## config.mk

```make
export PLATFORM = sky130hd
export DESIGN_NAME = dcache_req_decode_flat
export DESIGN_NICKNAME = d
export VERILOG_FILES = /design/src/dcache_pkg.sv /design/src/dcache_if.sv /design/src/dcache_req_decode.sv /design/src/flat_wrapper.sv
export SDC_FILE = /design/constraint.sdc
export NUM_CORES = 1
export LEC_CHECK = 0
export BUFFER_PORTS_ARGS = -buffer_cell sky130_fd_sc_hd__buf_2
export CORE_MARGIN = 2
export CORE_UTILIZATION = 25
export CTS_CLUSTER_DIAMETER = 50
export DETAILED_ROUTE_END_ITERATION = 10
export GPL_TIMING_DRIVEN = 0
export PLACE_DENSITY = 0.48
export SYNTH_ARGS = -nofsm -noshare
export SYNTH_HDL_FRONTEND = slang
export SYNTH_SLANG_ARGS = --single-unit
```

## constraint.sdc

```tcl
create_clock -name clk -period 1.71 [get_ports clk]
set_input_delay 0.4275 -clock clk [delete_from_list [all_inputs] [get_ports clk]]
set_output_delay 0.4275 -clock clk [all_outputs]
set_load 0.005 [all_outputs]
```

## src/dcache_pkg.sv

```systemverilog
package dcache_pkg;

    // fsm states
    typedef enum logic [2:0] {
        IDLE,
        LOOKUP,
        MISS,
        REPLACE,
        REFILL,
        WAIT_WRITE,
        CACOP_COPE,
        EXTRA_READY
    } cache_state_e;

    typedef enum logic {
        READ,
        WRITE
    } mem_op_e;

    // same code as the memory bus size field
    typedef enum logic [1:0] {
        SIZE_BYTE = 2'd0,
        SIZE_HALF = 2'd1,
        SIZE_WORD = 2'd2
    } access_size_e;

    typedef enum logic {
        INDEX_INVALIDATE,
        HIT_INVALIDATE
    } cacop_code_e;

    // geometry
    localparam int NUM_WAYS       = 4;
    localparam int NUM_SETS       = 16;
    localparam int LINE_WORDS     = 4;
    localparam int INDEX_W        = 4;
    localparam int TAG_W          = 24;
    localparam int OFFSET_W       = 4;
    // beats minus one for a full line
    localparam int LINE_BURST_LEN = 3;

endpackage

```

## src/dcache_if.sv

```systemverilog
`timescale 1ns/10ps

interface dcache_req_if;
    import dcache_pkg::*;

    mem_op_e              op;
    logic                 uncache;
    logic [TAG_W-1:0]     tag;
    logic [INDEX_W-1:0]   index;
    logic [1:0]           word_off;
    // also the way number for index-invalidate
    logic [1:0]           byte_off;
    access_size_e         size;
    logic [3:0]           strb;
    logic [31:0]          wdata;
    logic                 cacop;
    cacop_code_e          cacop_code;

    modport decode (
        output op, uncache, tag, index, word_off, byte_off, size, strb, wdata,
        output cacop, cacop_code
    );
    modport fsm (input op, uncache, word_off, byte_off, strb, cacop, cacop_code);
    modport ways (input tag, index, word_off, wdata);
    modport refill (input uncache, word_off);
endinterface


```

## src/dcache_req_decode.sv

```systemverilog
`timescale 1ns/10ps

module dcache_req_decode (
    input  logic                       clk,
    input  logic                       rstn,
    input  logic                       valid,
    input  dcache_pkg::mem_op_e        op,
    input  logic                       uncache,
    input  logic [31:0]                addr,
    input  dcache_pkg::access_size_e   size,
    input  logic [31:0]                wdata,
    input  logic                       cacop_en,
    input  dcache_pkg::cacop_code_e    cacop_code,
    input  logic                       rbuf_we,
    dcache_req_if.decode               req
);
    import dcache_pkg::*;

    logic [3:0]  strb_dec;
    logic [31:0] wdata_lane;

    always_comb begin
        case (size)
            SIZE_BYTE: strb_dec = 4'b0001 << addr[1:0];
            SIZE_HALF: strb_dec = 4'b0011 << {addr[1], 1'b0};
            default:   strb_dec = 4'b1111;
        endcase
    end

    // core gives narrow data in the low bits
    assign wdata_lane = wdata << {addr[1:0], 3'b000};

    always_ff @(posedge clk) begin
        if (!rstn) begin
            req.cacop <= 1'b0;
            req.op    <= READ;
        end else if (rbuf_we) begin
            req.cacop <= cacop_en;
            req.op    <= op;
        end
    end

    always_ff @(posedge clk) begin
        if (rbuf_we) begin
            req.uncache    <= uncache;
            req.tag        <= addr[31:INDEX_W+OFFSET_W];
            req.index      <= addr[INDEX_W+OFFSET_W-1:OFFSET_W];
            req.word_off   <= addr[OFFSET_W-1:2];
            req.byte_off   <= addr[1:0];
            req.size       <= size;
            req.strb       <= strb_dec;
            req.wdata      <= wdata_lane;
            req.cacop_code <= cacop_code;
        end
    end

    // natural alignment of a normal access, seen in the stored request
    a_aligned: assert property (@(posedge clk) disable iff (!rstn)
        rbuf_we && valid && !cacop_en |=>
            (req.size != SIZE_HALF || !req.byte_off[0]) &&
            (req.size != SIZE_WORD || req.byte_off == 2'b00));

endmodule

```

## src/flat_wrapper.sv

```systemverilog
// flat-port wrapper written by rule: the top's interface ports become plain ports
module dcache_req_decode_flat import dcache_pkg::*;
  (clk, rstn, valid, op, uncache, addr, size, wdata, cacop_en, cacop_code, rbuf_we, req_op, req_uncache, req_tag, req_index, req_word_off, req_byte_off, req_size, req_strb, req_wdata, req_cacop, req_cacop_code);
  dcache_req_if req_i ();
  input  logic clk;
  input  logic rstn;
  input  logic valid;
  input  dcache_pkg::mem_op_e op;
  input  logic uncache;
  input  logic [31:0] addr;
  input  dcache_pkg::access_size_e size;
  input  logic [31:0] wdata;
  input  logic cacop_en;
  input  dcache_pkg::cacop_code_e cacop_code;
  input  logic rbuf_we;
  output wire logic [$bits(req_i.op)-1:0] req_op;
  output wire logic [$bits(req_i.uncache)-1:0] req_uncache;
  output wire logic [$bits(req_i.tag)-1:0] req_tag;
  output wire logic [$bits(req_i.index)-1:0] req_index;
  output wire logic [$bits(req_i.word_off)-1:0] req_word_off;
  output wire logic [$bits(req_i.byte_off)-1:0] req_byte_off;
  output wire logic [$bits(req_i.size)-1:0] req_size;
  output wire logic [$bits(req_i.strb)-1:0] req_strb;
  output wire logic [$bits(req_i.wdata)-1:0] req_wdata;
  output wire logic [$bits(req_i.cacop)-1:0] req_cacop;
  output wire logic [$bits(req_i.cacop_code)-1:0] req_cacop_code;
  assign req_op = req_i.op;
  assign req_uncache = req_i.uncache;
  assign req_tag = req_i.tag;
  assign req_index = req_i.index;
  assign req_word_off = req_i.word_off;
  assign req_byte_off = req_i.byte_off;
  assign req_size = req_i.size;
  assign req_strb = req_i.strb;
  assign req_wdata = req_i.wdata;
  assign req_cacop = req_i.cacop;
  assign req_cacop_code = req_i.cacop_code;
  dcache_req_decode u_core (.clk(clk), .rstn(rstn), .valid(valid), .op(op), .uncache(uncache), .addr(addr), .size(size), .wdata(wdata), .cacop_en(cacop_en), .cacop_code(cacop_code), .rbuf_we(rbuf_we), .req(req_i));
endmodule
```

==> After elaboration in Yosys (flattened, before gate mapping) <==
Cells that the tools add are included.
{ "classes": {"n_eq_ne": 1, "shift": 3, "mux": 1, "reduce_logical": 1} }
{ "op_table": {"columns": ["operator", "count"], "rows": [
  ["$shl 32x5->32", 1],
  ["$pmux 4 s2", 1],
  ["$shl 1x2->4 const A", 1],
  ["$shl 2x2->4 const A", 1],
  ["$eq 2x1->1 const B", 1],
  ["$logic_not 2->1", 1]
]} }
{ "totals": {"regBits": 74, "inputBits": 74, "output_inout_bits": 74, "elab_cells": 17} }

==> Longest topological paths before layout <==
{ "logic_depth": {"word_depth": 2, "mapped_depth": 4, "depth_no_buf": 2} }

==> Least setup slack after synthesis <==
No wires, ideal clock.
{ "synth_timing": {"path_kind": "input -> register", "startpoint": "in addr[0]", "endpoint": "reg u_core.req.wdata[14], data pin", "setup_time_ns": 0.257, "arrival_ns": 0.915, "t_required_ns": 1.453, "setup_slack_ns": 0.539, "path_stages": 4, "path_buffers": 2, "cell_sequence": "buf_6 > buf_8 > mux2i_1 > nor2_1"} }
{ "synth_via": {"elab_chain_len": 1} }
{ "synth_rtl": {"columns": ["element", "line_no", "rtl"], "rows": [
  ["start, declared", "flat_wrapper.sv:10", "input logic [31:0] addr;"],
  ["$shl 32x5->32", "dcache_req_decode.sv:31", "assign wdata_lane = wdata << {addr[1:0], 3'b000};"],
  ["end signal, assigned", "dcache_req_decode.sv:52", "req.wdata <= wdata_lane;"],
  ["end, declared", "dcache_if.sv:20", "output op, uncache, tag, index, word_off, byte_off, size, strb, wdata,"]
]} }
No other way between the ends.
A chain may end at the register's enable or synchronous reset.

==> Worst setup path after layout <==
{ "layout_timing": {"startpoint": "reg u_core.req.size[0]", "endpoint": "out req_size[0]"} }
{ "layout_rtl": {"columns": ["element", "line_no", "rtl"], "rows": [
  ["start, declared", "dcache_if.sv:20", null],
  ["end, declared", "flat_wrapper.sv:22", "output wire logic [$bits(req_i.size)-1:0] req_size;"]
]} }
No word-level cell between the ends.

==> flow_summary.toml <==
[power]
clock_power_share_pct = 41.5
total_power_mw = 4.526
vdd_ir_drop_max_mv = 0.4324
p_int_mw = 3.553
switching_share_pct = 21.50
power_frac_comb_pct = 10.0
pwr-share-seq_pct = 48.5
p_switching_uw = 972.8
p_leak_nw = 1.771
powerDensity_nw_per_um2 = 1115

[cells_and_area]
layout-drive-gt1-share_pct = 54.14
nFillCells = 1096
multi_input_area_um2 = 556.8
post-route-util_pct = 37.11
area_delta_synth_final_pct = 43.69
regArea_um2 = 2202
final-instance-count-excl-fill = 454
mostFrequentLayoutCells = "buf_2, edfxtp_1, mux2i_1, nor2_1, clkbuf_16"
antennaDiodeCount = 0
final_common_cell = "buf_2"
nNetsFinal = 383

[sta]
setup_violations = 0
worst_pin_slew_ns = 0.4734
whs_ns = 0.2735
fin_ws_ns = 0.4334
grt_setup_unrepaired = "false"
clock_skew_ns = 0
timing.fmax_mhz = 783.3
drv_slew = 0
post-route-min-period_ns = 1.277
hold_viol_final = 0
post-route-period-util_pct = 74.65
slew_headroom_pct = 68.44

[worst_setup_path]
slowest_delay_ns = 0.38
cp_num_buf_inv = 1
critPathTopFamily = "flip-flops"
cp-end-kind = "output port"
worst_ep_arrival_time_ns = 0.85
crit_type = "reg2out"
worstPathCellList = "buf_2"
crit_required_ns = 1.28
cpMaxStageDelayCell = "edfxtp_1"
start_kind = "flip-flop"
crit_path_max_fanout = 1

[place]
port_buffers = 146
place_hpwl_mm = 4.963
place_ws_ns = 0.2084
placed_cells = 438
place_congestion = 0.7395

[global_route]
grt_max_degree = 51
antenna_found_initial = 0
gr-usage-all-layers_pct = 11.46
grt_pass1_wl_mm = 9.860
first_global_vias = 1885
grt_overflow = 0

[yosys]
yosysSeqAreaShare_pct = 77.98
yosys_warnings = 0
ys_ff_latch = 74
synth_area_um2 = 2824
yosys.cell_types.count = 19
synthesis.nets = 225
syn-instance-count = 151
syn_avg_cell_area_um2 = 18.70

[die]
pin_count = 148
die_area_um2 = 12160
die_h_um = 110.3
rows = 38
die_w_um = 110.3
coreArea_um2 = 10940
start_util_pct = 25.82

[route]
vias = 1892
antenna_left = 0
drt-total-wl_mm = 6.972
viasPerCell = 4.167
first_pass_iters = 4
detail_route.drc_violations = 0
wire_per_inst_um = 15.36
dr.first_iter.drc_count = 52

[clocking]
cts_sinks = 74
holdBufCountCts = 0
clock_latency_ns = 0.32
cts-root-buf = "clkbuf_16"
cts-resized-gates = 0
post-cts-setup-buffers = 0
clockBufferDepth = 2
cts.clk_slew.worst_paths_ns = 0.06
cts_buffers = 9
cts.htree.levels = 3
cts_tree = "yes"

[run_status]
status = "finished, final reports clean"

[hold_path]
min_path_type = "in2reg"

[flow_run]
drv_cap = 0
==> area by class of cell <==
type / count / area share (%)
Inverter: 1 / 0.09251
Sequential cell: 74 / 54.27
Timing Repair Buffer: 147 / 18.75
Buffer: 7 / 1.511
Tap cell: 140 / 4.317
Multi-Input combinational cell: 69 / 13.72
Clock buffer: 11 / 5.982
Clock inverter: 5 / 1.357
==> Yosys cell counts <==
master,n,share of area [%]
o22ai_1,1,0.22
clkbuf_1,1,0.13
nand2_1,1,0.13
mux2i_1,34,12
buf_8,1,0.53
a21o_1,2,0.53
o2bb2ai_1,7,2.2
buf_4,2,0.53
nor2_1,9,1.2
o21bai_1,2,0.53
buf_2,1,0.18
dfxtp_1,2,1.4
inv_2,1,0.13
and2_1,8,1.8
edfxtp_1,72,77
nand2b_1,1,0.22
nor2b_1,3,0.66
buf_6,2,0.80
nor2_2,1,0.22
==> cell families after synthesis <==
logic type             after synthesis  share of synthesized area [%]
DFF                                 74                          77.98
muxes                               34                          12.05
and+or+nand+nor                     23                          4.209
AOI/OAI and AO/OA                   12                          3.456
buffers and inverters                8                          2.303
==> flip-flops by register name, indices dropped and copies added (netlist names) <==
name / cells
u_core.req.wdata: 32
u_core.req.tag: 24
u_core.req.index: 4
u_core.req.strb: 4
u_core.req.byte_off: 2
u_core.req.size: 2
u_core.req.word_off: 2
u_core.req.cacop: 1
u_core.req.cacop_code: 1
u_core.req.op: 1
u_core.req.uncache: 1
==> routing by layer <==
| layer | part of all wire [%] | wire, µm | GRT usage (%) | vias to the layer above |
|---|---|---|---|---|
| met5 | 0 | 0 | 0 | - |
| met4 | 1.5 | 102 | 4.911 | 0 |
| met3 | 9.7 | 674 | 4.174 | 9 |
| met2 | 50 | 3500 | 19.81 | 88 |
| met1 | 39 | 2695 | 12.68 | 889 |
| li1 | - | - | - | 906 |
==> power groups by stage <==
| stage | Combinational, mW | Clock (mW) | Sequential (mW) |
|---|---|---|---|
| 6_report | 0.452 | 1.88 | 2.19 |
| 5_1_grt | 0.507 | 2.02 | 2.21 |
| 4_1_cts | 0.466 | 1.94 | 2.20 |
| 3_5_place_dp | 0.465 | 0 | 2.23 |
| 3_3_place_gp | 0.454 | 0 | 2.23 |
| 2_1_floorplan | 0.120 | 0 | 2.26 |
==> path summary, 6_finish.rpt <==
kind                              to  slack (ns)  cells past startpoint                from
hold / removal    u_core.req.tag[15]        0.27                      1            addr[23]
setup reg to reg       u_core.req.op        1.11                      2       u_core.req.op
setup / recovery         req_size[0]        0.43                      1  u_core.req.size[0]
hold reg to reg     u_core.req.cacop        0.51                      2    u_core.req.cacop
==> metrics by stage <==
| step | setup TNS, ns | area (µm²) |
|---|---|---|
| finish | 0 | 4058 |
| global route | 0 | 4058 |
| CTS | 0 | 4058 |
| detailed placement | 0 | 3760 |
| global placement | -30.03 | 3730 |
| floorplan | 0 | 2824 |
No activity file was read; power rests on OpenSTA's default activity.
