**config.mk**
```make
export PLATFORM = sky130hd
export DESIGN_NAME = dcache_refill_flat
export DESIGN_NICKNAME = d
export VERILOG_FILES = /design/src/dcache_pkg.sv /design/src/dcache_if.sv /design/src/dcache_refill.sv /design/src/flat_wrapper.sv
export SDC_FILE = /design/constraint.sdc
export NUM_CORES = 1
export LEC_CHECK = 0
export ABC_AREA = 0
export BUFFER_PORTS_ARGS = -buffer_cell sky130_fd_sc_hd__buf_2
export CORE_ASPECT_RATIO = 2
export CORE_MARGIN = 5
export CORE_UTILIZATION = 52
export CTS_CLUSTER_SIZE = 30
export DETAILED_ROUTE_END_ITERATION = 8
export GPL_TIMING_DRIVEN = 0
export PLACE_DENSITY = 0.86
export SETUP_SLACK_MARGIN = 0.1
export SLEW_MARGIN = 10
export SYNTH_ARGS = -nofsm -noshare
export SYNTH_HDL_FRONTEND = slang
export SYNTH_SLANG_ARGS = --single-unit
```
**constraint.sdc**
```tcl
create_clock -name clk -period 3.66 [get_ports clk]
set_input_delay 0.183 -clock clk [delete_from_list [all_inputs] [get_ports clk]]
set_output_delay 0.183 -clock clk [all_outputs]
set_load 0.01 [all_outputs]
```
**src/dcache_pkg.sv**
```systemverilog
package dcache_pkg;

    // fsm states
    typedef enum logic [2:0] {
        IDLE,
        LOOKUP,
        MISS,
        REPLACE,
        REFILL,
        WAIT_WRITE,
        CACOP_COPE,
        EXTRA_READY
    } cache_state_e;

    typedef enum logic {
        READ,
        WRITE
    } mem_op_e;

    // same code as the memory bus size field
    typedef enum logic [1:0] {
        SIZE_BYTE = 2'd0,
        SIZE_HALF = 2'd1,
        SIZE_WORD = 2'd2
    } access_size_e;

    typedef enum logic {
        INDEX_INVALIDATE,
        HIT_INVALIDATE
    } cacop_code_e;

    // geometry
    localparam int NUM_WAYS       = 4;
    localparam int NUM_SETS       = 16;
    localparam int LINE_WORDS     = 4;
    localparam int INDEX_W        = 4;
    localparam int TAG_W          = 24;
    localparam int OFFSET_W       = 4;
    // beats minus one for a full line
    localparam int LINE_BURST_LEN = 3;

endpackage

```
**src/dcache_if.sv**
```systemverilog
`timescale 1ns/10ps

interface dcache_req_if;
    import dcache_pkg::*;

    mem_op_e              op;
    logic                 uncache;
    logic [TAG_W-1:0]     tag;
    logic [INDEX_W-1:0]   index;
    logic [1:0]           word_off;
    // also the way number for index-invalidate
    logic [1:0]           byte_off;
    access_size_e         size;
    logic [3:0]           strb;
    logic [31:0]          wdata;
    logic                 cacop;
    cacop_code_e          cacop_code;

    modport decode (
        output op, uncache, tag, index, word_off, byte_off, size, strb, wdata,
        output cacop, cacop_code
    );
    modport fsm (input op, uncache, word_off, byte_off, strb, cacop, cacop_code);
    modport ways (input tag, index, word_off, wdata);
    modport refill (input uncache, word_off);
endinterface


```
**src/dcache_refill.sv**
```systemverilog
`timescale 1ns/10ps

module dcache_refill (
    input  logic                                     clk,
    input  logic                                     rstn,
    input  logic                                     r_valid,
    input  logic [31:0]                              r_data,
    input  logic [dcache_pkg::LINE_WORDS*32-1:0]     line_data,
    dcache_req_if.refill                             req,
    output logic [dcache_pkg::LINE_WORDS*32-1:0]     fill_line,
    output logic [31:0]                              rdata
);
    import dcache_pkg::*;

    localparam int CNT_W = $clog2(LINE_WORDS);

    logic [LINE_WORDS-1:0][31:0] line_buf;
    logic [CNT_W-1:0]            beat_cnt;
    logic                        just_filled;
    logic                        last_beat;

    // a line takes four beats, an uncached read one
    assign last_beat = req.uncache || (beat_cnt == CNT_W'(LINE_WORDS - 1));

    always_ff @(posedge clk) begin
        if (!rstn) begin
            beat_cnt    <= '0;
            just_filled <= 1'b0;
        end else begin
            just_filled <= r_valid && last_beat;
            if (r_valid) beat_cnt <= last_beat ? '0 : beat_cnt + 1'b1;
        end
    end

    always_ff @(posedge clk) begin
        if (r_valid) line_buf[beat_cnt] <= r_data;
    end

    // last beat goes straight into the line written this cycle
    always_comb begin
        fill_line = line_buf;
        if (r_valid) fill_line[beat_cnt*32 +: 32] = r_data;
    end

    // uncached beat sits in word 0, a refilled line is read at the word offset
    always_comb begin
        if (just_filled) begin
            rdata = req.uncache ? line_buf[0] : line_buf[req.word_off];
        end else begin
            rdata = line_data[req.word_off*32 +: 32];
        end
    end

endmodule

```
**src/flat_wrapper.sv**
```systemverilog
// flat-port wrapper written by rule: the top's interface ports become plain ports
module dcache_refill_flat import dcache_pkg::*;
  (clk, rstn, r_valid, r_data, line_data, fill_line, rdata, req_uncache, req_word_off);
  dcache_req_if req_i ();
  input  logic clk;
  input  logic rstn;
  input  logic r_valid;
  input  logic [31:0] r_data;
  input  logic [dcache_pkg::LINE_WORDS*32-1:0] line_data;
  output logic [dcache_pkg::LINE_WORDS*32-1:0] fill_line;
  output logic [31:0] rdata;
  input wire logic [$bits(req_i.uncache)-1:0] req_uncache;
  input wire logic [$bits(req_i.word_off)-1:0] req_word_off;
  assign req_i.uncache = req_uncache;
  assign req_i.word_off = req_word_off;
  dcache_refill u_core (.clk(clk), .rstn(rstn), .r_valid(r_valid), .r_data(r_data), .line_data(line_data), .req(req_i), .fill_line(fill_line), .rdata(rdata));
endmodule
```
# Yosys cells after proc, flatten, opt, wreduce, memory -nomap -nowiden

Index checks and enable logic that the tools add are counted.

Bits in registers: 131
Output and inout bits: 160
Word-level logic and storage cells: 28

$add $sub $neg: 2
Magnitude comparators: 3
Eq/ne operators: 1
Shift operators: 3
Mux-type cells: 10
Reductions and logical operators: 3

Operator list:

| kind                                                                                | number |
|---|---|
| 128-bit bitwise mux                                                                 | 2 |
| 128-bit 2-to-1 mux                                                                  | 1 |
| 32-bit 2-to-1 mux                                                                   | 4 |
| 32-bit by 34-bit variable shift with 128-bit output, first input constant           | 1 |
| 128-bit by 8-bit variable part select with 32-bit output                            | 1 |
| 32-bit by 34-bit variable part select with 128-bit output                           | 1 |
| 32-bit binary-select mux with 2-bit select                                          | 1 |
| 32-bit demux with 2-bit select                                                      | 1 |
| 7-bit negator with 34-bit output                                                    | 1 |
| 2-bit by 3-bit less-than comparator with 1-bit output, second input constant        | 2 |
| 2-bit by 1-bit adder with 2-bit output, second input constant                       | 1 |
| 2-bit == test, second input constant                                                | 1 |
| 2-bit by 1-bit greater-or-equal comparator with 1-bit output, second input constant | 1 |
| 1-bit logical AND                                                                   | 2 |
| 2-bit 2-to-1 mux                                                                    | 1 |
| 1-bit logical OR                                                                    | 1 |

# Longest topological paths before layout

Depth in word-level cells: 5
Gate-level depth with buffers: 7
Gate-level depth less buffers: 5

# Worst setup path before layout

Ideal clock, no wire load.

Kind: reg2reg
Start: reg u_core.beat_cnt[0] (netlist name)
End: reg u_core.line_buf[0] (netlist name), enable pin
Data arrival time: 1974 ps
Path slack: 1284 ps
Cell stages (with the launch flop): 7
Buffers on the path: 2
Clock period less this slack: 2376 ps
Cells stage by stage: dfxtp_1 > inv_1 > ha_1 > buf_6 > nand2_2 > clkbuf_1 > inv_1

RTL lines:

| element                         | RTL line            | text |
|---|---|---|
| to (signal, indexed assignment) | dcache_refill.sv:36 | `if (r_valid) line_buf[beat_cnt] <= r_data;` |
| to (decl)                       | dcache_refill.sv:17 | `logic [LINE_WORDS-1:0][31:0] line_buf;` |

# Final worst setup path

Start: reg u_core.beat_cnt[0]
End: out fill_line[121] (netlist name)

Longest elaborated chain between the ends: 4
Elaborated cells on any way between the ends: 5
Classes of those cells: add/sub: 1; shift: 2; mux: 2

Ends and longest elaborated chain:

| element                                                                                                                          | RTL line            | text |
|---|---|---|
| from (decl)                                                                                                                      | dcache_refill.sv:18 | `logic [CNT_W-1:0] beat_cnt;` |
| from (signal assigned)                                                                                                           | dcache_refill.sv:31 | `if (r_valid) beat_cnt <= last_beat ? '0 : beat_cnt + 1'b1;` |
| 7-bit negator with 34-bit output *                                                                                               | dcache_refill.sv:42 | `if (r_valid) fill_line[beat_cnt*32 +: 32] = r_data;` |
| 32-bit by 34-bit variable part select with 128-bit output or 32-bit by 34-bit variable shift with 128-bit output (tied branches) | dcache_refill.sv:42 |  |
| 128-bit bitwise mux *                                                                                                            | dcache_refill.sv:42 |  |
| 128-bit 2-to-1 mux *                                                                                                             | dcache_refill.sv:42 |  |
| to (decl)                                                                                                                        | flat_wrapper.sv:10  | `output logic [dcache_pkg::LINE_WORDS*32-1:0] fill_line;` |

Every way passes the cells marked *; elsewhere a longest branch is shown, timed or not.

==> results by stage <==
Pwr:
- Total power for the finished layout comes to 4.237 mW.
- Dividing total power by cell area gives a power density of 422.4 nW/um^2.
- Across the VDD grid, the largest voltage drop is 0.3681 mV.
- The analysis attributes to cell leakage a power of 4.246 nW.

Route:
- In the routed layout, each cell is associated on average with a via count of 6.610.
- The final routed DRC violation total is 0.
- The first TritonRoute pass finished after 7 iterations.
- The sum of routed wire length over all layers is 30390 um.
- The detailed router placed 7218 vias in this run.
- The iteration-0 DRC count of the detailed router is 699.
- The number of nets with antenna violations after routing is 0.
- The average detailed-routed wire length per instance is 27.83 um.

Synth:
- The share of synthesized area in the top cell type comes to 51.20%.
- The total number of yosys warnings is 0.
- The sequential cell area fraction in the yosys report is 52.00%.
- The net count after synthesis is 715.
- In the synthesized netlist the dominant register cell turns out to be edfxtp_1.
- The mean cell area of the mapped netlist is 13.83 um^2.
- In this run, synthesis produced a sequential element count of 131.
- The synthesized design contains 128 enable-type register cells.
- The synthesized instance count is 543.
- By area the synthesized netlist is led by edfxtp_1 51%, a22o_1 14%, mux4_2 9.6%, mux2_2 4.8%, o32ai_1 3.9%.
- After synthesis the cells add up to 7507 um^2.
- Counting flops with an async set or reset pin after synthesis yields a share of 0%.
- The cell accounting for the most synthesized area is edfxtp_1.
- The number of distinct standard cells referenced by the synthesized netlist is 30.

Hold path:
- The path class of the tightest hold or removal check is primary input to flop.

Setup path:
- The number of buffers and inverters on the critical path is 2.
- Counting cells, the worst reg-to-reg path comes to 4.
- In this run the number of cells on the critical path is 6.
- STA puts the critical path data arrival time at 3.01 ns.
- Among cell families on the critical path, the largest total delay comes from simple AND/OR/NAND/NOR gates.
- The worst setup path is launched from a flop.
- STA classifies the critical path endpoint as a primary output.
- The launching element of the worst setup path is u_core.beat_cnt[0]$_SDFFE_PN0P_.
- Walking the worst path, the cells encountered are inv_1 -> ha_1 -> nand2b_1 -> nor4_4 -> a22o_1 -> buf_2.
- The reg-to-reg critical path endpoint is u_core.line_buf[33]$_DFFE_PP_.
- For this run, the slowest stage of the critical path takes 0.67 ns.
- The critical path capture point is fill_line[121].
- The critical path in this run is classified as flop to primary output.
- The maximum fanout along the worst path is 10.
- For the worst setup path, the data required time is 3.48 ns.
- The worst reg2reg path startpoint is u_core.beat_cnt[0]$_SDFFE_PN0P_.
- On the critical path, the stage with the largest delay is an instance of dfxtp_1.
- The worst-case register-to-register setup slack is 0.94 ns.

Die:
- The standard-cell row count is 62.
- The number of primary I/O pins is 326.
- The initial utilization of the core area, before any placement, comes to 52.59%.
- The die outline height is 179.9 um.
- From left edge to right edge, the die measures 94.96 um.
- The floorplan step defined a core boundary enclosing 14270 um^2.
- The floorplan step defined a die boundary enclosing 17090 um^2.

Global routing:
- The via count of the first global-routing pass came to 7621.
- The wire length of the first global-routing pass is 44530 um.
- Entering global routing, the biggest net connects 33 pins.
- Global routing used 35.30% of the available tracks.
- The global-route congestion overflow total is 0.
- The initial antenna violation count was 1.

Clocking:
- The H-tree was split into 4 levels.
- The CTS tree is done.
- For the worst-skew pair, the clock arrives at the later sink with an insertion delay of 0.43 ns.
- In this run the post-CTS setup repair buffer count came out at 0.
- The count of hold-fix buffers inserted at cts is 0.
- The master cell of the clock root buffer is clkbuf_16.
- The maximum clock path buffer count is 2.
- Buffers inserted during clock tree synthesis total 17.
- For this design, the sink count on the clock tree is 131.
- Once the clock tree was built, the resizer swapped 0 gates to a different size.
- The clock-pin slew reported for the worst setup and hold paths after clock tree synthesis is 0.06 ns.

Placement:
- The post-detailed-placement half-perimeter wirelength is 21970 um.
- The number of I/O port buffers is 323.
- At the end of routability-driven placement, the weighted congestion stood at 0.9024.

Job:
- The number of violations of the max-capacitance limit is 0.

Layout:
- 0 antenna diodes ended up in the layout.
- Compared with the post-synthesis result, the final layout area differs by 33.63%.
- The fill cell total of the finished layout is 1069.
- The proportion of layout cells with a drive suffix above 1 is 51.22%.
- The net count of the finished layout is 1059.

STA:
- The smallest clock period supported by the final layout is computed as 3.194 ns.
- Setup repair after global routing left no endpoint under its margin.
- The final hold violation count was 0.
- The number of max-slew violations in the final report is 0.
- The clock arrives with 0.009716 ns of skew.
- The portion of the clock cycle consumed by the worst path in the final layout is 87.27%.
- The maximum achievable frequency is 313.1 MHz.
- Setup violations remaining at the end of the flow were counted as 0.
- Headroom to the max-slew limit came out at 41.93%.
- Adding up every negative setup slack in the final design gives 0 ns.
- Hold is met by 0.02214 ns.
- The actual transition at the worst max-transition pin is 0.8698 ns.

Run status:
- The run finished with clean final reports.
==> final cells by class <==
cell class / count / area [um^2] / area share [%]
repair buffers: 325 / 1664 / 16.59
clock inverters: 15 / 193.9 / 1.933
flip-flops and latches: 131 / 3904 / 38.91
well taps: 192 / 240.2 / 2.395
inverters: 38 / 142.6 / 1.422
multi-input cells: 319 / 3186 / 31.75
clock buffers: 17 / 425.4 / 4.240
plain buffers: 55 / 276.5 / 2.756
==> state kept, by name, summed over array words and instances (netlist names) <==
name,flops
u_core.line_buf,128
u_core.beat_cnt,2
u_core.just_filled,1
==> metal layers <==
metal / vias to the layer above / GRT usage [%] / share of wire, %
met5: - / 0 / 0.043
met4: 2 / 22.09 / 5.6
met3: 130 / 8.452 / 11
met2: 604 / 58.82 / 51
met1: 3496 / 39.59 / 32
li1: 2986 / - / -
==> synth_stat cells (5+ instances only) <==
cell type and instances:
clkbuf_1 34, o21ai_0 32, ha_1 6, buf_2 11, inv_1 38, edfxtp_1 128
o22ai_1 32, a22o_1 123, a22o_2 5, o32ai_1 33, mux2_2 32, buf_4 5
buf_6 5, mux4_2 32
==> worst min-delay path by stage <==
stage,from,end,slack [ns],depth (start not counted)
5_1_grt,rstn,u_core.beat_cnt[1]$_SDFFE_PN0P_,0.02,2
3_3_place_gp,rstn,u_core.beat_cnt[1]$_SDFFE_PN0P_,0.43,2
2_1_floorplan,r_data[0],u_core.line_buf[0]$_DFFE_PP_,0.28,0
6_report,rstn,u_core.beat_cnt[0]$_SDFFE_PN0P_,0.02,2
3_5_place_dp,rstn,u_core.beat_cnt[0]$_SDFFE_PN0P_,0.45,2
4_1_cts,rstn,u_core.beat_cnt[1]$_SDFFE_PN0P_,0.01,2
==> power breakdown <==
part           switching, mW  leakage (nW)  internal [mW]  total (mW)
logic                  0.408          2.74          0.313       0.721
clock network          0.708         0.301           1.09        1.80
registers             0.0222          1.20           1.69        1.72
==> through the flow <==
step / cell area (um^2) / setup WS (ns) / std cells / utilization, %
after floorplan: 7507 / 1.284 / 543 / -
after global placement: 9364 / 0.4225 / 1058 / 65.60
after detailed placement: 9413 / 0.9379 / 1060 / 65.95
after CTS: 10030 / 0.4585 / 1092 / 70.28
after global routing: 10030 / 0.3690 / 1092 / 70.28
final: 10030 / 0.4659 / 1092 / 70.28
==> cell families after synthesis <==
family	share of synthesized area, %
multiplexers	14.53
flip-flops	52.00
AND/OR/NAND/NOR	2.950
AO/OA/AOI/OAI	23.93
adder cells (fa/ha/maj)	1.000
buffers and inverters	5.583
==> layout by cell type (no fill, tap or decap), types with 5 or more instances in the layout <==
cell type / n
buf_2: 334
edfxtp_1: 128
a22o_1: 123
inv_1: 35
clkbuf_1: 34
o32ai_1: 33
mux4_2: 32
mux2_2: 32
o21ai_0: 32
o22ai_1: 32
clkbuf_16: 17
ha_1: 6
inv_6: 6
buf_4: 5
buf_6: 5
a22o_2: 5
(Power assumes the default switching activity.)
