--- config.mk ---
export PLATFORM = sky130hd
export DESIGN_NAME = dcache_main_fsm_flat
export DESIGN_NICKNAME = d
export VERILOG_FILES = /design/src/dcache_pkg.sv /design/src/dcache_if.sv /design/src/dcache_main_fsm.sv /design/src/flat_wrapper.sv
export SDC_FILE = /design/constraint.sdc
export NUM_CORES = 1
export LEC_CHECK = 0
export ABC_CLOCK_PERIOD_IN_PS = 2600
export BUFFER_PORTS_ARGS = -buffer_cell sky130_fd_sc_hd__buf_2
export CAP_MARGIN = 10
export CORE_AREA = 2 2 40 60
export CTS_CLUSTER_DIAMETER = 120
export CTS_CLUSTER_SIZE = 12
export DETAILED_ROUTE_END_ITERATION = 8
export DIE_AREA = 0 0 42 62
export PLACE_DENSITY = 0.76
export SYNTH_ARGS = -nofsm -noshare
export SYNTH_HDL_FRONTEND = slang
export SYNTH_SLANG_ARGS = --single-unit
--- constraint.sdc ---
create_clock -name clk -period 2.6 [get_ports clk]
set_input_delay 0.65 -clock clk [delete_from_list [all_inputs] [get_ports clk]]
set_output_delay 0.65 -clock clk [all_outputs]
set_load 0.02 [all_outputs]
--- src/dcache_pkg.sv ---
package dcache_pkg;

    // fsm states
    typedef enum logic [2:0] {
        IDLE,
        LOOKUP,
        MISS,
        REPLACE,
        REFILL,
        WAIT_WRITE,
        CACOP_COPE,
        EXTRA_READY
    } cache_state_e;

    typedef enum logic {
        READ,
        WRITE
    } mem_op_e;

    // same code as the memory bus size field
    typedef enum logic [1:0] {
        SIZE_BYTE = 2'd0,
        SIZE_HALF = 2'd1,
        SIZE_WORD = 2'd2
    } access_size_e;

    typedef enum logic {
        INDEX_INVALIDATE,
        HIT_INVALIDATE
    } cacop_code_e;

    // geometry
    localparam int NUM_WAYS       = 4;
    localparam int NUM_SETS       = 16;
    localparam int LINE_WORDS     = 4;
    localparam int INDEX_W        = 4;
    localparam int TAG_W          = 24;
    localparam int OFFSET_W       = 4;
    // beats minus one for a full line
    localparam int LINE_BURST_LEN = 3;

endpackage

--- src/dcache_if.sv ---
`timescale 1ns/10ps

interface dcache_req_if;
    import dcache_pkg::*;

    mem_op_e              op;
    logic                 uncache;
    logic [TAG_W-1:0]     tag;
    logic [INDEX_W-1:0]   index;
    logic [1:0]           word_off;
    // also the way number for index-invalidate
    logic [1:0]           byte_off;
    access_size_e         size;
    logic [3:0]           strb;
    logic [31:0]          wdata;
    logic                 cacop;
    cacop_code_e          cacop_code;

    modport decode (
        output op, uncache, tag, index, word_off, byte_off, size, strb, wdata,
        output cacop, cacop_code
    );
    modport fsm (input op, uncache, word_off, byte_off, strb, cacop, cacop_code);
    modport ways (input tag, index, word_off, wdata);
    modport refill (input uncache, word_off);
endinterface

interface way_ctrl_if;
    import dcache_pkg::*;

    logic [NUM_WAYS-1:0]     way_visit;
    logic [NUM_WAYS-1:0]     mem_en;
    logic [LINE_WORDS*4-1:0] mem_we;
    logic [NUM_WAYS-1:0]     tagv_we;
    logic                    tagv_clear;
    logic                    fill_en;
    logic [NUM_WAYS-1:0]     hit;
    logic                    cache_hit;
    logic [NUM_WAYS-1:0]     lru_way_sel;

    modport fsm (
        output way_visit, mem_en, mem_we, tagv_we, tagv_clear, fill_en,
        input hit, cache_hit, lru_way_sel
    );
    modport ways (
        input way_visit, mem_en, mem_we, tagv_we, tagv_clear, fill_en,
        output hit, cache_hit, lru_way_sel
    );
endinterface

--- src/dcache_main_fsm.sv ---
`timescale 1ns/10ps

module dcache_main_fsm (
    input  logic          clk,
    input  logic          rstn,
    input  logic          valid,
    input  logic          cacop_en,
    input  logic          r_rdy,
    input  logic          r_valid,
    input  logic          r_last,
    input  logic          w_rdy,
    input  logic          w_done,
    dcache_req_if.fsm     req,
    way_ctrl_if.fsm       ctrl,
    output logic          rbuf_we,
    output logic          cache_ready,
    output logic          data_valid,
    output logic          cacop_complete,
    output logic          r_req,
    output logic [7:0]    r_length,
    output logic          w_req
);
    import dcache_pkg::*;

    cache_state_e state, state_nxt;
    logic [LINE_WORDS*4-1:0] hit_we_mask;
    logic                    accept;

    // store strobe placed at its word in the line
    assign hit_we_mask = {{(LINE_WORDS*4-4){1'b0}}, req.strb} << {req.word_off, 2'b00};
    assign accept      = valid || cacop_en;

    always_ff @(posedge clk) begin
        if (!rstn) begin
            state <= IDLE;
        end else begin
            state <= state_nxt;
        end
    end

    always_comb begin
        state_nxt = state;
        case (state)
            IDLE, EXTRA_READY: begin
                if (cacop_en) begin
                    state_nxt = CACOP_COPE;
                end else if (valid) begin
                    state_nxt = LOOKUP;
                end else begin
                    state_nxt = IDLE;
                end
            end
            LOOKUP: begin
                if (req.op == WRITE) begin
                    state_nxt = MISS;
                end else if (req.uncache || !ctrl.cache_hit) begin
                    state_nxt = REPLACE;
                end else if (cacop_en) begin
                    state_nxt = CACOP_COPE;
                end else if (valid) begin
                    state_nxt = LOOKUP;
                end else begin
                    state_nxt = IDLE;
                end
            end
            MISS: begin
                if (w_rdy) state_nxt = WAIT_WRITE;
            end
            WAIT_WRITE: begin
                if (w_done) state_nxt = EXTRA_READY;
            end
            REPLACE: begin
                if (r_rdy) state_nxt = REFILL;
            end
            REFILL: begin
                if (r_valid && r_last) state_nxt = EXTRA_READY;
            end
            CACOP_COPE: state_nxt = EXTRA_READY;
            default: state_nxt = IDLE;
        endcase
    end

    always_comb begin
        rbuf_we          = 1'b0;
        cache_ready      = 1'b0;
        data_valid       = 1'b0;
        cacop_complete   = 1'b0;
        r_req            = 1'b0;
        r_length         = 8'(LINE_BURST_LEN);
        w_req            = 1'b0;
        ctrl.way_visit   = '0;
        ctrl.mem_en      = '0;
        ctrl.mem_we      = '0;
        ctrl.tagv_we     = '0;
        ctrl.tagv_clear  = 1'b0;
        ctrl.fill_en     = 1'b0;
        case (state)
            IDLE: begin
                cache_ready = 1'b1;
                rbuf_we     = accept;
            end
            LOOKUP: begin
                if (req.op == WRITE) begin
                    // write-through, update the hit way only
                    if (!req.uncache && ctrl.cache_hit) begin
                        ctrl.way_visit = ctrl.hit;
                        ctrl.mem_en    = ctrl.hit;
                        ctrl.mem_we    = hit_we_mask;
                    end
                end else if (!req.uncache && ctrl.cache_hit) begin
                    data_valid  = 1'b1;
                    cache_ready = 1'b1;
                    rbuf_we     = accept;
                end
            end
            MISS: w_req = 1'b1;
            REPLACE: begin
                r_req = 1'b1;
                if (req.uncache) r_length = 8'd0;
            end
            REFILL: begin
                if (r_valid && r_last && !req.uncache) begin
                    ctrl.fill_en   = 1'b1;
                    ctrl.way_visit = ctrl.lru_way_sel;
                    ctrl.mem_en    = ctrl.lru_way_sel;
                    ctrl.mem_we    = '1;
                    ctrl.tagv_we   = ctrl.lru_way_sel;
                end
            end
            CACOP_COPE: begin
                ctrl.tagv_clear = 1'b1;
                if (req.cacop_code == INDEX_INVALIDATE) begin
                    ctrl.tagv_we = NUM_WAYS'(1) << req.byte_off;
                end else begin
                    ctrl.tagv_we = ctrl.hit;
                end
            end
            EXTRA_READY: begin
                data_valid     = 1'b1;
                cacop_complete = req.cacop;
                cache_ready    = 1'b1;
                rbuf_we        = accept;
            end
            default: ;
        endcase
    end

    // a fill only ever installs a line that missed
    a_fill_on_miss: assert property (@(posedge clk) disable iff (!rstn)
        ctrl.fill_en |-> !ctrl.cache_hit);

    a_one_bus_req: assert property (@(posedge clk) disable iff (!rstn)
        !(r_req && w_req));

endmodule

--- src/flat_wrapper.sv ---
// flat-port wrapper written by rule: the top's interface ports become plain ports
module dcache_main_fsm_flat import dcache_pkg::*;
  (clk, rstn, valid, cacop_en, r_rdy, r_valid, r_last, w_rdy, w_done, rbuf_we, cache_ready, data_valid, cacop_complete, r_req, r_length, w_req, req_op, req_uncache, req_word_off, req_byte_off, req_strb, req_cacop, req_cacop_code, ctrl_way_visit, ctrl_mem_en, ctrl_mem_we, ctrl_tagv_we, ctrl_tagv_clear, ctrl_fill_en, ctrl_hit, ctrl_cache_hit, ctrl_lru_way_sel);
  dcache_req_if req_i ();
  way_ctrl_if ctrl_i ();
  input  logic clk;
  input  logic rstn;
  input  logic valid;
  input  logic cacop_en;
  input  logic r_rdy;
  input  logic r_valid;
  input  logic r_last;
  input  logic w_rdy;
  input  logic w_done;
  output logic rbuf_we;
  output logic cache_ready;
  output logic data_valid;
  output logic cacop_complete;
  output logic r_req;
  output logic [7:0] r_length;
  output logic w_req;
  input wire logic [$bits(req_i.op)-1:0] req_op;
  input wire logic [$bits(req_i.uncache)-1:0] req_uncache;
  input wire logic [$bits(req_i.word_off)-1:0] req_word_off;
  input wire logic [$bits(req_i.byte_off)-1:0] req_byte_off;
  input wire logic [$bits(req_i.strb)-1:0] req_strb;
  input wire logic [$bits(req_i.cacop)-1:0] req_cacop;
  input wire logic [$bits(req_i.cacop_code)-1:0] req_cacop_code;
  output wire logic [$bits(ctrl_i.way_visit)-1:0] ctrl_way_visit;
  output wire logic [$bits(ctrl_i.mem_en)-1:0] ctrl_mem_en;
  output wire logic [$bits(ctrl_i.mem_we)-1:0] ctrl_mem_we;
  output wire logic [$bits(ctrl_i.tagv_we)-1:0] ctrl_tagv_we;
  output wire logic [$bits(ctrl_i.tagv_clear)-1:0] ctrl_tagv_clear;
  output wire logic [$bits(ctrl_i.fill_en)-1:0] ctrl_fill_en;
  input wire logic [$bits(ctrl_i.hit)-1:0] ctrl_hit;
  input wire logic [$bits(ctrl_i.cache_hit)-1:0] ctrl_cache_hit;
  input wire logic [$bits(ctrl_i.lru_way_sel)-1:0] ctrl_lru_way_sel;
  assign req_i.op = req_op;
  assign req_i.uncache = req_uncache;
  assign req_i.word_off = req_word_off;
  assign req_i.byte_off = req_byte_off;
  assign req_i.strb = req_strb;
  assign req_i.cacop = req_cacop;
  assign req_i.cacop_code = req_cacop_code;
  assign ctrl_way_visit = ctrl_i.way_visit;
  assign ctrl_mem_en = ctrl_i.mem_en;
  assign ctrl_mem_we = ctrl_i.mem_we;
  assign ctrl_tagv_we = ctrl_i.tagv_we;
  assign ctrl_tagv_clear = ctrl_i.tagv_clear;
  assign ctrl_fill_en = ctrl_i.fill_en;
  assign ctrl_i.hit = ctrl_hit;
  assign ctrl_i.cache_hit = ctrl_cache_hit;
  assign ctrl_i.lru_way_sel = ctrl_lru_way_sel;
  dcache_main_fsm u_core (.clk(clk), .rstn(rstn), .valid(valid), .cacop_en(cacop_en), .r_rdy(r_rdy), .r_valid(r_valid), .r_last(r_last), .w_rdy(w_rdy), .w_done(w_done), .req(req_i), .ctrl(ctrl_i), .rbuf_we(rbuf_we), .cache_ready(cache_ready), .data_valid(data_valid), .cacop_complete(cacop_complete), .r_req(r_req), .r_length(r_length), .w_req(w_req));
endmodule
# Word level (Yosys, flattened, before mapping)
# Cells that the tools add are included.
# classes
n_eq_ne	11
shift	2
mux	34
reduce_logical	10
# ops
operator	count
2-to-1 mux 16 bit	3
case mux 16 bit (2 select lines)	1
2-to-1 mux 3 bit	7
case mux 3 bit (7 select lines)	1
2-to-1 mux 4 bit	4
case mux 4 bit (2 select lines)	2
<< shifter 4 x 4 -> 16 bit	1
equality test 3 bit, second input constant	4
2-to-1 mux 1 bit	11
2-to-1 mux 8 bit	1
equality test 3 x 2 -> 1 bit, second input constant	2
inequality test 2 bit, second input constant	3
case mux 1 bit (2 select lines)	3
AND reduction 4 bit	1
<< shifter 1 x 2 -> 4 bit, first input constant	1
equality test 3 x 1 -> 1 bit, second input constant	1
logical AND 1 bit	3
logical NOT 3 bit	1
logical NOT 1 bit	2
logical OR 1 bit	2
2-to-1 mux 2 bit	1
inequality test 2 x 1 -> 1 bit, second input constant	1
OR reduction 2 bit	1
# word_totals
regBits	3
input_bits	30
output_inout_bits	44

# Longest topological paths before layout
# depth
word_depth	5
mapped_depth	7
mapped_depth_nobuf	5

# Least setup slack after synthesis
# Ideal clock, no wire load.
# synth_timing
path_type	input -> output
startpoint	input r_valid
endpoint	output ctrl_way_visit[0]
t_arrival_ns	1.880
slack_ns	0.070
cell_stages	7
n_path_buf	2
path_cell_list	nand2_1 or4b_1 buf_2 clkinv_2 nand2_1 nand2_1 buf_4
# synth_via
elab_chain_len	4
# synth_rtl
element	line	source
start: declaration	flat_wrapper.sv:11	input logic r_valid;
logical AND 1 bit (2 in a row)	dcache_main_fsm.sv:122	if (r_valid && r_last && !req.uncache) begin
2-to-1 mux 4 bit	--	
case mux 4 bit (2 select lines)	--	
end: declaration	flat_wrapper.sv:29	output wire logic [$bits(ctrl_i.way_visit)-1:0] ctrl_way_visit;
# Every way passes these cells.

# Worst setup path in the final report
# layout_timing
startpoint	input r_valid
endpoint	output ctrl_mem_en[2]
# layout_via
elab_chain_len	4
# layout_rtl
element	line	source
logical AND 1 bit (2 in a row)	dcache_main_fsm.sv:122	
2-to-1 mux 4 bit	dcache_main_fsm.sv:122	
case mux 4 bit (2 select lines)	dcache_main_fsm.sv:97	case (state)
end: declaration	flat_wrapper.sv:30	output wire logic [$bits(ctrl_i.mem_en)-1:0] ctrl_mem_en;
# Every way passes these cells.

==> results.ini <==
[run_status]
status = complete, no violations

[critical_path]
path_cells = buf_2, nand2_1, or4b_1, buf_6, clkinv_2, nand2_1, nand2_1, buf_2
worstPathArrival_ns = 1.85
critPathSlowestCell = or4b_1
cp.required_ns = 1.95
reg2reg_depth = 4
r2r_setup_slack_ns = 1.35
cp-start-kind = input port
setup.worst_path.class = in -> out
endpoint_kind = primary output
cp-endpoint = ctrl_mem_en[2]
max_stage_delay_ns = 0.52
crit_top_cell = nand2_1
reg2reg_to = u_core.state[1]
crit_start = r_valid
cp_max_fo = 10
rr_startpoint = u_core.state[0]

[cts]
h-tree-depth = 1
cts_tree = yes
clk_latency_ns = 0.24
clk_path_buf_depth = 2
hold_buffers = 0
clk_pin_slew_ns = 0.04
root_buffer = clkbuf_4
numCtsBuffers = 3
cts.sinks = 3

[synthesis]
syn_inst = 114
synth-edff-count = 0
synth_sequential_area_ratio_pct = 9.07
syn_area_um2 = 662
yosysTopAreaCell = nand2_1
avgSynthCellArea_um2 = 5.81
ys.flop_type = dfxtp_1
ys_ff_latch = 3
yosysWarnings = 0
yosys.area.top_type_share_pct = 15.3
async_flop_share_pct = 0
yosys.cell_types.count = 33
ys_top_cells_by_area = nand2_1, o21ai_1, buf_4

[grt]
grt_pass1_wl_um = 2970
grt_pass1_vias = 742
antenna_found_initial = 0
overflow = 0
grt_max_degree = 18
grtUsageTotal_pct = 14.6

[drt]
drtIter0Drc = 21
drtAntennaViolNets = 0
wl_um = 2070
drcViolationCount = 0
via_count = 984
wire_per_inst_um = 10.1
viasPerCell = 4.82
dr.pass1.iters = 4

[timing]
whs_ns = 0.663
finalSetupViolCount = 0
hold_viol = 0
final_max_slew_viol_count = 0
finalClockSkew_ns = 0.00614
fin_tns_setup_ns = 0
max_freq_mhz = 401
period_share_pct = 96.0
fin_crit_ns = 2.50
grt_setup_unrepaired = false

[place]
gp_congestion = 0.863
placed_area_um2 = 960
place.detailed.hpwl_um = 1660
io_buffers = 67

[cells_and_area]
largest_reg_flops = 3
nFillCells = 219
final_common_cell = buf_2
diodes = 0
reg_top3 = u_core.state x3
regMostFlops = u_core.state
layout.nets = 212
syn_to_final_growth_pct = 55.6
fin_area_mm2 = 0.00103
multiInputGateArea_um2 = 493
ff_latch_area_um2 = 60.1
drive_above_1_share_pct = 44.8
final_cell_mix = buf_2, nand2_1, o21ai_1

[min_path]
hold_depth = 2
hold_class = reg -> reg

[pwr]
p_per_area_mw_per_mm2 = 460
ir_worst_vdd_v = 0.000306
p_leak_uw = 0.000599

[floorplan]
initial_utilization_pct = 31.1
dieArea_mm2 = 0.00260
die_h_um = 62
rows = 21
dieWidth_um = 42
io-pin-count = 74
core_mm2 = 0.00213

[flow_run]
drv_cap = 0

what timing repair did:
action / in CTS / in global routing
buffers inserted: 0 / 4
setup endpoints to repair: 0 / 8
resized for setup: 0 / 5
report_power, final:
part / switching, µW / total [µW] / internal, µW
sequential: 18.8 / 78.7 / 59.9
clock: 28.5 / 86.2 / 57.8
combinational: 187 / 308 / 121
total: 234 / 473 / 239
stage by stage:
step	setup WS, ns	cells	util [%]	power (µW)
final	0.105	204	48.4	473
after global routing	0.00659	204	48.4	513
after CTS	0.0632	200	46.3	468
after detailed placement	0.0647	196	45.1	381
after global placement	0.0767	196	45.1	380
after floorplan	0.0702	119	-	295
cells by family after synthesis:
family	after synthesis	share of synthesized area (%)
AO/OA/AOI/OAI	38	32.5
buffers and inverters	20	19.3
flip-flops	3	9.07
multiplexers	1	1.51
other	1	0.567
AND/OR/NAND/NOR	51	37.1
layer usage:
| layer | share of wire [%] | GRT usage, % |
|---|---|---|
| met2 | 50 | 28.3 |
| met3 | 12 | 2.60 |
| met5 | 0 | 0 |
| met1 | 36 | 14.9 |
| met4 | 1.4 | 7.83 |
worst max-delay path, delay by kind of cell:
kind / cells / cell delay (ns)
and+or+nand+nor: 4 / 0.72
buffers and inverters: 4 / 0.47
layout make-up:
type / instances / share of cell area [%]
repair buffers: 75 / 39.7
inverters: 3 / 1.22
well taps: 23 / 2.79
clock buffers: 4 / 2.55
flip-flops and latches: 3 / 5.83
multi-input cells: 96 / 47.9
worst min path at each step:
stage | from | end
finish | u_core.state[0] | u_core.state[0]
detailed placement | u_core.state[0] | u_core.state[0]
CTS | u_core.state[0] | u_core.state[0]
global route | rstn | u_core.state[1]
floorplan | u_core.state[1] | u_core.state[1]
global placement | u_core.state[0] | u_core.state[0]
cells in the mapped netlist (2+ instances only):
cell and count:
buf_2 2, o21ai_0 2, buf_4 11, dfxtp_1 3, nor3_1 2, nor2_1 7
clkbuf_1 2, nor3b_1 3, nand2b_1 3, inv_1 2, a21oi_1 8, nand2_1 27
o21ai_1 20, nor2b_1 3
(Power assumes the default switching activity.)
